**src/hw/mem_pkg.sv**
```systemverilog
// memory stage shared definitions
`default_nettype none

package mem_pkg;

    localparam int unsigned XLEN        = 32;
    localparam int unsigned REG_ADDR_W  = 5;
    localparam int unsigned SEL_W       = 4;
    localparam int unsigned EXC_FLAGS_W = 5;

    // execute-stage exception flag positions
    localparam int unsigned FLAG_SYS  = 0;
    localparam int unsigned FLAG_RI   = 1;
    localparam int unsigned FLAG_TR   = 2;
    localparam int unsigned FLAG_OV   = 3;
    localparam int unsigned FLAG_ERET = 4;

    localparam logic [REG_ADDR_W-1:0] CP0_REG_STATUS = 5'd12;
    localparam logic [REG_ADDR_W-1:0] CP0_REG_CAUSE  = 5'd13;

    // IP1:0, WP and IV
    localparam logic [XLEN-1:0] CAUSE_WMASK = 32'h00c0_0300;

    typedef enum logic [3:0] {
        OP_NOP, OP_LB, OP_LBU, OP_LH, OP_LHU, OP_LW,
        OP_SB, OP_SH, OP_SW, OP_LL, OP_SC
    } mem_op_e;

    typedef enum logic [4:0] {
        EXC_NONE = 5'd0,
        EXC_INT  = 5'd1,
        EXC_SYS  = 5'd8,
        EXC_RI   = 5'd10,
        EXC_OV   = 5'd12,
        EXC_TR   = 5'd13,
        EXC_ERET = 5'd14
    } exc_code_e;

endpackage

`default_nettype wire

```
**src/hw/cp0_forward.sv**
```systemverilog
// cp0 status and cause forwarding
`timescale 1ns/1ps
`default_nettype none

module cp0_forward (
    input  wire logic [mem_pkg::XLEN-1:0]       cp0_status_i,
    input  wire logic [mem_pkg::XLEN-1:0]       cp0_cause_i,
    input  wire logic                           wb_cp0_we_i,
    input  wire logic [mem_pkg::REG_ADDR_W-1:0] wb_cp0_addr_i,
    input  wire logic [mem_pkg::XLEN-1:0]       wb_cp0_data_i,
    output logic      [mem_pkg::XLEN-1:0]       status_o,
    output logic      [mem_pkg::XLEN-1:0]       cause_o
);

    logic wr_status;
    logic wr_cause;

    assign wr_status = wb_cp0_we_i && (wb_cp0_addr_i == mem_pkg::CP0_REG_STATUS);
    assign wr_cause  = wb_cp0_we_i && (wb_cp0_addr_i == mem_pkg::CP0_REG_CAUSE);

    // status is fully writable
    assign status_o = wr_status ? wb_cp0_data_i : cp0_status_i;

    // only the software-writable cause fields take the write-back value
    always_comb begin
        cause_o = cp0_cause_i;
        if (wr_cause) begin
            cause_o = (cp0_cause_i & ~mem_pkg::CAUSE_WMASK)
                    | (wb_cp0_data_i & mem_pkg::CAUSE_WMASK);
        end
    end

endmodule

`default_nettype wire

```
**src/hw/exc_resolve.sv**
```systemverilog
// exception priority resolution
`timescale 1ns/1ps
`default_nettype none

module exc_resolve (
    input  wire logic                            inst_valid_i,
    input  wire logic [mem_pkg::EXC_FLAGS_W-1:0] exc_flags_i,
    input  wire logic [mem_pkg::XLEN-1:0]        status_i,
    input  wire logic [mem_pkg::XLEN-1:0]        cause_i,
    output mem_pkg::exc_code_e                   exc_o
);

    logic int_pending;

    // masked pending lines, EXL clear, IE set
    assign int_pending = ((cause_i[15:8] & status_i[15:8]) != 8'h00)
                      && !status_i[1]
                      && status_i[0];

    always_comb begin
        exc_o = mem_pkg::EXC_NONE;
        if (inst_valid_i) begin
            if (int_pending) begin
                exc_o = mem_pkg::EXC_INT;
            end else if (exc_flags_i[mem_pkg::FLAG_SYS]) begin
                exc_o = mem_pkg::EXC_SYS;
            end else if (exc_flags_i[mem_pkg::FLAG_RI]) begin
                exc_o = mem_pkg::EXC_RI;
            end else if (exc_flags_i[mem_pkg::FLAG_TR]) begin
                exc_o = mem_pkg::EXC_TR;
            end else if (exc_flags_i[mem_pkg::FLAG_OV]) begin
                exc_o = mem_pkg::EXC_OV;
            end else if (exc_flags_i[mem_pkg::FLAG_ERET]) begin
                exc_o = mem_pkg::EXC_ERET;
            end
        end
    end

endmodule

`default_nettype wire

```
**src/hw/llbit_reg.sv**
```systemverilog
// load-linked bit register
`timescale 1ns/1ps
`default_nettype none

module llbit_reg (
    input  wire logic clk,
    input  wire logic rst_i,
    input  wire logic set_i,
    input  wire logic clear_i,
    output logic      llbit_o
);

    always_ff @(posedge clk) begin
        if (rst_i) begin
            llbit_o <= 1'b0;
        end else if (clear_i) begin
            // clear has priority
            llbit_o <= 1'b0;
        end else if (set_i) begin
            llbit_o <= 1'b1;
        end
    end

endmodule

`default_nettype wire

```
**src/hw/lsu_align.sv**
```systemverilog
// byte lane alignment and load extension
`timescale 1ns/1ps
`default_nettype none

module lsu_align (
    input  wire mem_pkg::mem_op_e                op_i,
    input  wire logic [1:0]                      addr_lo_i,
    input  wire logic [mem_pkg::XLEN-1:0]        reg2_i,
    input  wire logic [mem_pkg::XLEN-1:0]        rdata_i,
    output logic      [mem_pkg::SEL_W-1:0]       sel_o,
    output logic      [mem_pkg::XLEN-1:0]        wdata_o,
    output logic      [mem_pkg::XLEN-1:0]        load_data_o
);

    logic [7:0]  rd_byte;
    logic [15:0] rd_half;
    logic [3:0]  byte_sel;
    logic [3:0]  half_sel;

    // lane k holds byte k
    assign rd_byte  = rdata_i[8*addr_lo_i +: 8];
    assign rd_half  = addr_lo_i[1] ? rdata_i[31:16] : rdata_i[15:0];
    assign byte_sel = 4'b0001 << addr_lo_i;
    assign half_sel = addr_lo_i[1] ? 4'b1100 : 4'b0011;

    always_comb begin
        case (op_i)
            mem_pkg::OP_LB, mem_pkg::OP_LBU, mem_pkg::OP_SB: begin
                sel_o = byte_sel;
            end
            mem_pkg::OP_LH, mem_pkg::OP_LHU, mem_pkg::OP_SH: begin
                sel_o = half_sel;
            end
            mem_pkg::OP_LW, mem_pkg::OP_SW, mem_pkg::OP_LL, mem_pkg::OP_SC: begin
                sel_o = 4'b1111;
            end
            default: begin
                sel_o = 4'b0000;
            end
        endcase
    end

    // replicate so every enabled lane sees the data
    always_comb begin
        case (op_i)
            mem_pkg::OP_SB: begin
                wdata_o = {4{reg2_i[7:0]}};
            end
            mem_pkg::OP_SH: begin
                wdata_o = {2{reg2_i[15:0]}};
            end
            default: begin
                wdata_o = reg2_i;
            end
        endcase
    end

    always_comb begin
        case (op_i)
            mem_pkg::OP_LB: begin
                load_data_o = {{24{rd_byte[7]}}, rd_byte};
            end
            mem_pkg::OP_LBU: begin
                load_data_o = {24'h00_0000, rd_byte};
            end
            mem_pkg::OP_LH: begin
                load_data_o = {{16{rd_half[15]}}, rd_half};
            end
            mem_pkg::OP_LHU: begin
                load_data_o = {16'h0000, rd_half};
            end
            default: begin
                // lw and ll take the full word
                load_data_o = rdata_i;
            end
        endcase
    end

endmodule

`default_nettype wire

```
**src/hw/mem_ctrl.sv**
```systemverilog
// memory access control
`timescale 1ns/1ps
`default_nettype none

module mem_ctrl (
    input  wire logic                       inst_valid_i,
    input  wire mem_pkg::mem_op_e           op_i,
    input  wire logic [mem_pkg::XLEN-1:0]   mem_addr_i,
    input  wire mem_pkg::exc_code_e         exc_i,
    input  wire logic                       llbit_i,
    input  wire logic [mem_pkg::XLEN-1:0]   load_data_i,
    input  wire logic                       wreg_i,
    input  wire logic [mem_pkg::XLEN-1:0]   wdata_i,
    input  wire logic                       rvalid_i,
    input  wire logic                       bvalid_i,
    output logic                            ce_o,
    output logic                            we_o,
    output logic      [mem_pkg::XLEN-1:0]   addr_o,
    output logic                            stall_o,
    output logic                            wreg_o,
    output logic      [mem_pkg::XLEN-1:0]   wdata_o,
    output logic                            ll_set_o,
    output logic                            ll_clear_o
);

    logic is_load;
    logic is_store;
    logic sc_ok;
    logic complete;

    always_comb begin
        is_load  = 1'b0;
        is_store = 1'b0;
        case (op_i)
            mem_pkg::OP_LB, mem_pkg::OP_LBU, mem_pkg::OP_LH, mem_pkg::OP_LHU,
            mem_pkg::OP_LW, mem_pkg::OP_LL: begin
                is_load = 1'b1;
            end
            mem_pkg::OP_SB, mem_pkg::OP_SH, mem_pkg::OP_SW: begin
                is_store = 1'b1;
            end
            mem_pkg::OP_SC: begin
                // sc only writes while the link holds
                is_store = llbit_i;
            end
            default: begin
            end
        endcase
    end

    // an exception cancels the access
    assign ce_o   = inst_valid_i && (exc_i == mem_pkg::EXC_NONE) && (is_load || is_store);
    assign we_o   = ce_o && is_store;
    assign addr_o = {mem_addr_i[mem_pkg::XLEN-1:2], 2'b00};

    // hold until the matching response shows up
    assign stall_o  = ce_o && (we_o ? !bvalid_i : !rvalid_i);
    assign complete = inst_valid_i && !stall_o;

    assign sc_ok = ce_o && (op_i == mem_pkg::OP_SC);

    assign ll_set_o   = complete && ce_o && (op_i == mem_pkg::OP_LL);
    assign ll_clear_o = complete && (sc_ok || (exc_i == mem_pkg::EXC_ERET));

    assign wreg_o = wreg_i && inst_valid_i;

    always_comb begin
        if (is_load) begin
            wdata_o = load_data_i;
        end else if (op_i == mem_pkg::OP_SC) begin
            wdata_o = {{(mem_pkg::XLEN-1){1'b0}}, sc_ok};
        end else begin
            wdata_o = wdata_i;
        end
    end

endmodule

`default_nettype wire

```
**src/hw/mem_stage.sv**
```systemverilog
// memory access stage top
`timescale 1ns/1ps
`default_nettype none

module mem_stage (
    input  wire logic                             clk,
    input  wire logic                             rst_i,
    input  wire logic                             inst_valid_i,
    input  wire mem_pkg::mem_op_e                 op_i,
    input  wire logic [mem_pkg::XLEN-1:0]         mem_addr_i,
    input  wire logic [mem_pkg::XLEN-1:0]         reg2_i,
    input  wire logic [mem_pkg::REG_ADDR_W-1:0]   wd_i,
    input  wire logic                             wreg_i,
    input  wire logic [mem_pkg::XLEN-1:0]         wdata_i,
    input  wire logic [mem_pkg::EXC_FLAGS_W-1:0]  exc_flags_i,
    input  wire logic [mem_pkg::XLEN-1:0]         cp0_status_i,
    input  wire logic [mem_pkg::XLEN-1:0]         cp0_cause_i,
    input  wire logic                             wb_cp0_we_i,
    input  wire logic [mem_pkg::REG_ADDR_W-1:0]   wb_cp0_addr_i,
    input  wire logic [mem_pkg::XLEN-1:0]         wb_cp0_data_i,
    input  wire logic [mem_pkg::XLEN-1:0]         dmem_rdata_i,
    input  wire logic                             dmem_rvalid_i,
    input  wire logic                             dmem_bvalid_i,
    output logic                                  dmem_ce_o,
    output logic                                  dmem_we_o,
    output logic      [mem_pkg::XLEN-1:0]         dmem_addr_o,
    output logic      [mem_pkg::SEL_W-1:0]        dmem_sel_o,
    output logic      [mem_pkg::XLEN-1:0]         dmem_wdata_o,
    output logic                                  stall_o,
    output logic      [mem_pkg::REG_ADDR_W-1:0]   wd_o,
    output logic                                  wreg_o,
    output logic      [mem_pkg::XLEN-1:0]         wdata_o,
    output mem_pkg::exc_code_e                    exc_o
);

    logic [mem_pkg::XLEN-1:0] status_fwd;
    logic [mem_pkg::XLEN-1:0] cause_fwd;
    logic [mem_pkg::XLEN-1:0] load_data;
    logic                     llbit;
    logic                     ll_set;
    logic                     ll_clear;

    assign wd_o = wd_i;

    cp0_forward u_cp0_forward (
        .cp0_status_i  (cp0_status_i),
        .cp0_cause_i   (cp0_cause_i),
        .wb_cp0_we_i   (wb_cp0_we_i),
        .wb_cp0_addr_i (wb_cp0_addr_i),
        .wb_cp0_data_i (wb_cp0_data_i),
        .status_o      (status_fwd),
        .cause_o       (cause_fwd)
    );

    exc_resolve u_exc_resolve (
        .inst_valid_i (inst_valid_i),
        .exc_flags_i  (exc_flags_i),
        .status_i     (status_fwd),
        .cause_i      (cause_fwd),
        .exc_o        (exc_o)
    );

    llbit_reg u_llbit_reg (
        .clk     (clk),
        .rst_i   (rst_i),
        .set_i   (ll_set),
        .clear_i (ll_clear),
        .llbit_o (llbit)
    );

    lsu_align u_lsu_align (
        .op_i        (op_i),
        .addr_lo_i   (mem_addr_i[1:0]),
        .reg2_i      (reg2_i),
        .rdata_i     (dmem_rdata_i),
        .sel_o       (dmem_sel_o),
        .wdata_o     (dmem_wdata_o),
        .load_data_o (load_data)
    );

    mem_ctrl u_mem_ctrl (
        .inst_valid_i (inst_valid_i),
        .op_i         (op_i),
        .mem_addr_i   (mem_addr_i),
        .exc_i        (exc_o),
        .llbit_i      (llbit),
        .load_data_i  (load_data),
        .wreg_i       (wreg_i),
        .wdata_i      (wdata_i),
        .rvalid_i     (dmem_rvalid_i),
        .bvalid_i     (dmem_bvalid_i),
        .ce_o         (dmem_ce_o),
        .we_o         (dmem_we_o),
        .addr_o       (dmem_addr_o),
        .stall_o      (stall_o),
        .wreg_o       (wreg_o),
        .wdata_o      (wdata_o),
        .ll_set_o     (ll_set),
        .ll_clear_o   (ll_clear)
    );

endmodule

`default_nettype wire

```
**config.mk**
```make
export PLATFORM = sky130hd
export DESIGN_NAME = mem_stage
export DESIGN_NICKNAME = d
export VERILOG_FILES = /design/src/hw/mem_pkg.sv /design/src/hw/cp0_forward.sv /design/src/hw/exc_resolve.sv /design/src/hw/llbit_reg.sv /design/src/hw/lsu_align.sv /design/src/hw/mem_ctrl.sv /design/src/hw/mem_stage.sv
export SDC_FILE = /design/constraint.sdc
export NUM_CORES = 1
export LEC_CHECK = 0
export BUFFER_PORTS_ARGS = -buffer_cell sky130_fd_sc_hd__buf_2
export CAP_MARGIN = 20
export CORE_AREA = 2 2 142 144
export CTS_CLUSTER_DIAMETER = 120
export DETAILED_ROUTE_END_ITERATION = 6
export DIE_AREA = 0 0 144 146
export RECOVER_POWER = 100
export SYNTH_ARGS = -nofsm -noshare
export SYNTH_HDL_FRONTEND = slang
export SYNTH_SLANG_ARGS = --single-unit
```
**constraint.sdc**
```tcl
create_clock -name clk -period 2.3 [get_ports clk]
set_clock_uncertainty 0.2 [all_clocks]
set_input_delay 0.345 -clock clk [delete_from_list [all_inputs] [get_ports clk]]
set_output_delay 0.345 -clock clk [all_outputs]
set_load 0.01 [all_outputs]
```
== Word level (Yosys, flattened, before mapping) ==
Index checks and enable logic that the tools add are counted.
Storage, ports and cells
  register bits: 1
  output and inout port bits: 114
  logic and storage cells: 65
Cells by class
  equal/unequal tests: 13
  shift operators: 2
  multiplexer cells: 19
  bitwise operators: 2
  reduce and logical (&&, ||, !) cells: 28
Operators by type and width (count)
  case mux 32 bit (4 select lines): 1
  2-to-1 mux 32 bit: 2
  case mux 32 bit (2 select lines): 1
  2-to-1 mux 16 bit: 3
  indexed part select 32 x 6 -> 8 bit: 1
  2-to-1 mux 5 bit: 6
  equality test 4 x 3 -> 1 bit (second input constant): 4
  bitwise OR 16 x 10 -> 16 bit: 1
  equality test 5 x 4 -> 1 bit (second input constant): 3
  logical AND 1 bit: 14
  equality test 4 bit (second input constant): 3
  case mux 4 bit (3 select lines): 1
  OR reduction 3 bit: 3
  bitwise AND 8 bit: 1
  equality test 4 x 2 -> 1 bit (second input constant): 2
  2-to-1 mux 4 bit: 2
  nonzero test 8 bit: 1
  OR reduction 6 bit: 1
  logical NOT 5 bit: 1
  equality test 4 x 1 -> 1 bit (second input constant): 1
  logical NOT 1 bit: 4
  OR reduction 4 bit: 1
  left shift 1 x 2 -> 4 bit (first input constant): 1
  logical OR 1 bit: 2
  3 further kinds: 4

== Logic depth before layout (Yosys ltp) ==
  depth after elaboration: 19
  depth in mapped cells: 9
  gate-level depth less buffers: 6

== Modules after synthesis ==
A second synthesis with hierarchy kept.
Unflattened totals
  cell total of the unflattened synthesis: 429
  area, all modules: 3186.8 µm²
Modules (own cells, without submodules)
  lsu_align: times used 1, cells each 167, area an instance 1241.2 µm², seq. area each 0.0 µm²
  mem_ctrl: times used 1, cells each 164, area an instance 892.1 µm², seq. area each 0.0 µm²
  cp0_forward: times used 1, cells each 71, area an instance 822.0 µm², seq. area each 0.0 µm²
  exc_resolve: times used 1, cells each 19, area an instance 160.2 µm², seq. area each 0.0 µm²
  mem_stage: times used 1, cells each 5, area an instance 37.5 µm², seq. area each 0.0 µm²
  llbit_reg: times used 1, cells each 3, area an instance 33.8 µm², seq. area each 20.0 µm²

== Worst setup path before layout ==
OpenSTA, ideal clock, no wires.
  path kind: input to output
  from: input wb_cp0_addr_i[4] in the netlist's numbering
  to: output exc_o[2]
  data arrival time: 2.153 ns
  path slack: -0.398 ns
  stages on the path: 6
  buffers on the path: 0
  cell sequence: nand4b_4 > nor3_2 > mux2_2 > a221oi_2 > a21oi_2 > nor4b_1
On the way
  cells in the longest elaborated chain, start to end: 9
  elaborated cells on any way between the ends: 13
Ends and longest elaborated chain
  start: declaration: RTL line mem_stage.sv:19  | input wire logic [mem_pkg::REG_ADDR_W-1:0] wb_cp0_addr_i,
  equality test 5 x 4 -> 1 bit (on tied branches): RTL line cp0_forward.sv:19, cp0_forward.sv:18
  logical AND 1 bit (on tied branches): RTL line cp0_forward.sv:19, cp0_forward.sv:18
  2-to-1 mux 16 bit (on tied branches): RTL line cp0_forward.sv:27, cp0_forward.sv:22
  bitwise AND 8 bit: RTL line exc_resolve.sv:16  | assign int_pending = ((cause_i[15:8] & status_i[15:8]) != 8'h00)
  nonzero test 8 bit: RTL line exc_resolve.sv:16
  logical AND 1 bit: RTL line exc_resolve.sv:17  | && !status_i[1]
  logical AND 1 bit *: RTL line exc_resolve.sv:18  | && status_i[0];
  2-to-1 mux 5 bit *: RTL line exc_resolve.sv:23  | if (int_pending) begin
  2-to-1 mux 5 bit *: RTL line exc_resolve.sv:22  | if (inst_valid_i) begin
  end: declaration: RTL line mem_stage.sv:33  | output mem_pkg::exc_code_e exc_o
Every way passes the cells marked *; elsewhere a longest branch is shown, timed or not.

== Worst setup path after layout ==
  from: input wb_cp0_addr_i[4] in the netlist's numbering
  to: output exc_o[1]
Same word-level chain as after synthesis.

==> flow_metrics.py <==
metrics = {
    "grt": {
        "antenna_found_initial": 1,
        "grt_max_degree": 27,
        "gr-usage-met3_pct": 1.55,
        "met2_usage_pct": 23.1,
        "grt_pass1_vias": 3430,
        "busiest_layer": "met2",
        "grt_pass1_wl_mm": 18.3,
        "grt_use_total_pct": 11.1,
        "overflow": 0,
        "use_met1_pct": 11.5,
    },
    "yosys": {
        "yosysTopAreaCellShare_pct": 15.0,
        "synth-seq-cells": 1,
        "async_flop_share_pct": 0,
        "syn_inst": 370,
        "ys.flop_type": "dfxtp_1",
        "syn_area_sq_um": 2400,
        "seq_area_frac_synth_pct": 0.833,
        "synth_cell_types": 57,
        "synth_largest_area_cell": "buf_4",
        "yosys-top-cells-area": "buf_4 (15%), o21ai_0 (9.6%), mux2_2 (9.4%)",
        "avgSynthCellArea_sq_um": 6.49,
        "yosysWarnings": 0,
        "synth-edff-count": 0,
    },
    "routing": {
        "drc": 0,
        "wirelength_mm": 13.7,
        "first_pass_iters": 4,
        "ant_nets": 0,
        "wl_per_cell_microns": 15.5,
        "num_vias": 3752,
        "drt-vias-per-instance": 4.24,
        "drt-initial-drc-count": 77,
    },
    "floorplan": {
        "coreArea_sq_um": 19300,
        "ios": 364,
        "die_w_microns": 144,
        "dieHeight_microns": 146,
        "fp.dieArea_sq_um": 21000,
        "start_util_pct": 12.4,
        "fp-row-count": 51,
    },
    "status": {
        "failed_checks": "setup timing",
        "outcome": "finished, violations left",
    },
    "sta": {
        "finalCritPeriodShare_pct": 115,
        "finalSetupViolCount": 39,
        "setup_tns_ps": -4990,
        "final.setup.worst_slack_ps": -350,
        "finalHoldViolCount": 0,
        "maxSlewViolCount": 0,
        "fin_crit_ps": 2650,
        "clock.fmax_ghz": 0.377,
        "rsz0062_at_grt": "yes",
    },
    "setup_path": {
        "cp_slowest_cell": "a221oi_4",
        "crit_chain": "buf_6 -> nand4b_4 -> nor3_4 -> mux2_4 -> a221oi_4 -> a21oi_4 -> nor4_4 -> buf_2",
        "start_kind": "primary input",
        "cp.required_ps": 1750,
        "crit_path_end_kind": "primary output",
        "path_buf_inv": 2,
        "cp_top_family": "simple AND/OR/NAND/NOR gates",
        "cp.arrival_ps": 2110,
        "cpPeakStageDelay_ps": 360,
        "critical_path_class": "in2out",
        "cp_max_fo": 6,
    },
    "layout": {
        "final_nets": 870,
        "mostFrequentLayoutCells": "buf_2 (194), buf_4 (60), o21ai_1 (25), nand2_1 (24), buf_6 (24)",
        "final_area_sq_um": 5040,
        "top_register": "u_llbit_reg.llbit_o",
        "final_common_cell": "buf_2",
        "reg_top3": "u_llbit_reg.llbit_o: 1 flops",
        "areaGrowthSynthToFinish_pct": 110,
        "drive_above_1_share_pct": 65.7,
        "largest_register_ff_count": 1,
        "fill_cells": 2104,
    },
    "power_and_ir_drop": {
        "leakage_nw": 2.27,
        "ir_drop_mv": 0.0612,
        "p_comb_share_pct": 98.4,
        "totalPowerFinal_mw": 1.09,
        "netSwitchingFraction_pct": 48.4,
        "powerDensity_nw_per_um2": 216,
        "switchingPower_mw": 0.526,
        "internal_power_mw": 0.561,
        "power.share.sequential_pct": 1.6,
        "p_clk_share_pct": 0,
    },
    "placement": {
        "pre_cts_ws_ps": -400,
        "portBuffers": 222,
        "placed_cell_area_sq_um": 4000,
        "gp_congestion": 0.807,
        "dp.final_hpwl_mm": 11.2,
    },
    "clock_network": {
        "path_clk_slew_ps": 0,
        "clkLatencyLatePin_ps": 0,
        "hold_buffers": 0,
    },
    "run": {
        "drv_cap": 0,
    },
    "min_path": {
        "hold_class": "in2reg",
    },
}
synth_stat cells, drive strengths merged (3+ instances only):
cell type and n:
buf 56, o32ai 3, inv 5, nor4b 3, nand2b 7, nor3 7
nand3 21, mux2 20, o22a 7, a211oi 4, clkbuf 18, nor2b 7
nor2 23, a221oi 18, o21ai 49, mux2i 14, and2 4, a21oi 42
nand2 27, o31ai 3
power by group through the flow:
| stage | sequential (mW) | clock, mW | combinational (mW) |
|---|---|---|---|
| global route | 0.0177 | 0 | 1.15 |
| floorplan | 0.0177 | 0 | 0.465 |
| CTS | 0.0177 | 0 | 0.943 |
| finish | 0.0177 | 0.00000116 | 1.07 |
| detailed placement | 0.0177 | 0 | 0.834 |
| global placement | 0.0177 | 0 | 0.829 |
logic make-up (layout without fill, tap and decap cells):
logic type,after synthesis,after routing,synth area share (%)
AOI/OAI and AO/OA,139,139,36.5
DFF,1,1,0.833
and+or+nand+nor,112,112,24.9
buffers and inverters,80,326,20.7
adders and majority gates,1,1,0.417
other,1,4,0.156
muxes,35,35,16.1
xor gates and xnor gates,1,1,0.365
cell type report:
| type | instances | area (sq um) | area share (%) |
|---|---|---|---|
| timing repair buffer | 320 | 2180 | 43.3 |
| multi-input combinational | 291 | 2480 | 49.1 |
| inverter | 6 | 26.3 | 0.521 |
| antenna | 1 | 2.50 | 0.0497 |
| sequential | 1 | 20.0 | 0.397 |
| tap | 265 | 332 | 6.58 |
metrics by stage:
step | instances | hold WS [ps] | utilization [%]
after floorplan | 372 | 302 | -
after global placement | 848 | 405 | 20.7
after detailed placement | 848 | 397 | 20.7
after CTS | 856 | 429 | 23.0
after global routing | 883 | 453 | 26.1
final | 884 | 431 | 26.1
repair_timing:
| action | in CTS | in global routing |
|---|---|---|
| endpoints found under the setup margin | 47 | 39 |
| pin swaps | 16 | 70 |
| buffers inserted | 6 | 27 |
| cloned | 2 | 2 |
| gates resized for setup | 89 | 88 |
worst paths after layout:
| check | startpoint | endpoint | slack, ps | cells after the start |
|---|---|---|---|---|
| setup / recovery | wb_cp0_addr_i[4] | exc_o[1] | -350 | 8 |
| hold / removal | rst_i | u_llbit_reg.llbit_o$_SDFFE_PP0P_ | 430 | 3 |
| setup reg to reg | u_llbit_reg.llbit_o$_SDFFE_PP0P_ | u_llbit_reg.llbit_o$_SDFFE_PP0P_ | 290 | 7 |
| hold reg to reg | u_llbit_reg.llbit_o$_SDFFE_PP0P_ | u_llbit_reg.llbit_o$_SDFFE_PP0P_ | 440 | 2 |
layer usage:
| layer | share of wire (%) | wire length [microns] |
|---|---|---|
| met1 | 36 | 4980 |
| met2 | 53 | 7290 |
| met3 | 7.8 | 1070 |
| met4 | 2.8 | 384 |
| met5 | 0 | 0 |
worst min-delay path: stages:
cell and delay, ps:
buf_2 80, o21bai_1 110, a211oi_2 50
Note: power is estimated with default switching activity, not from simulation.
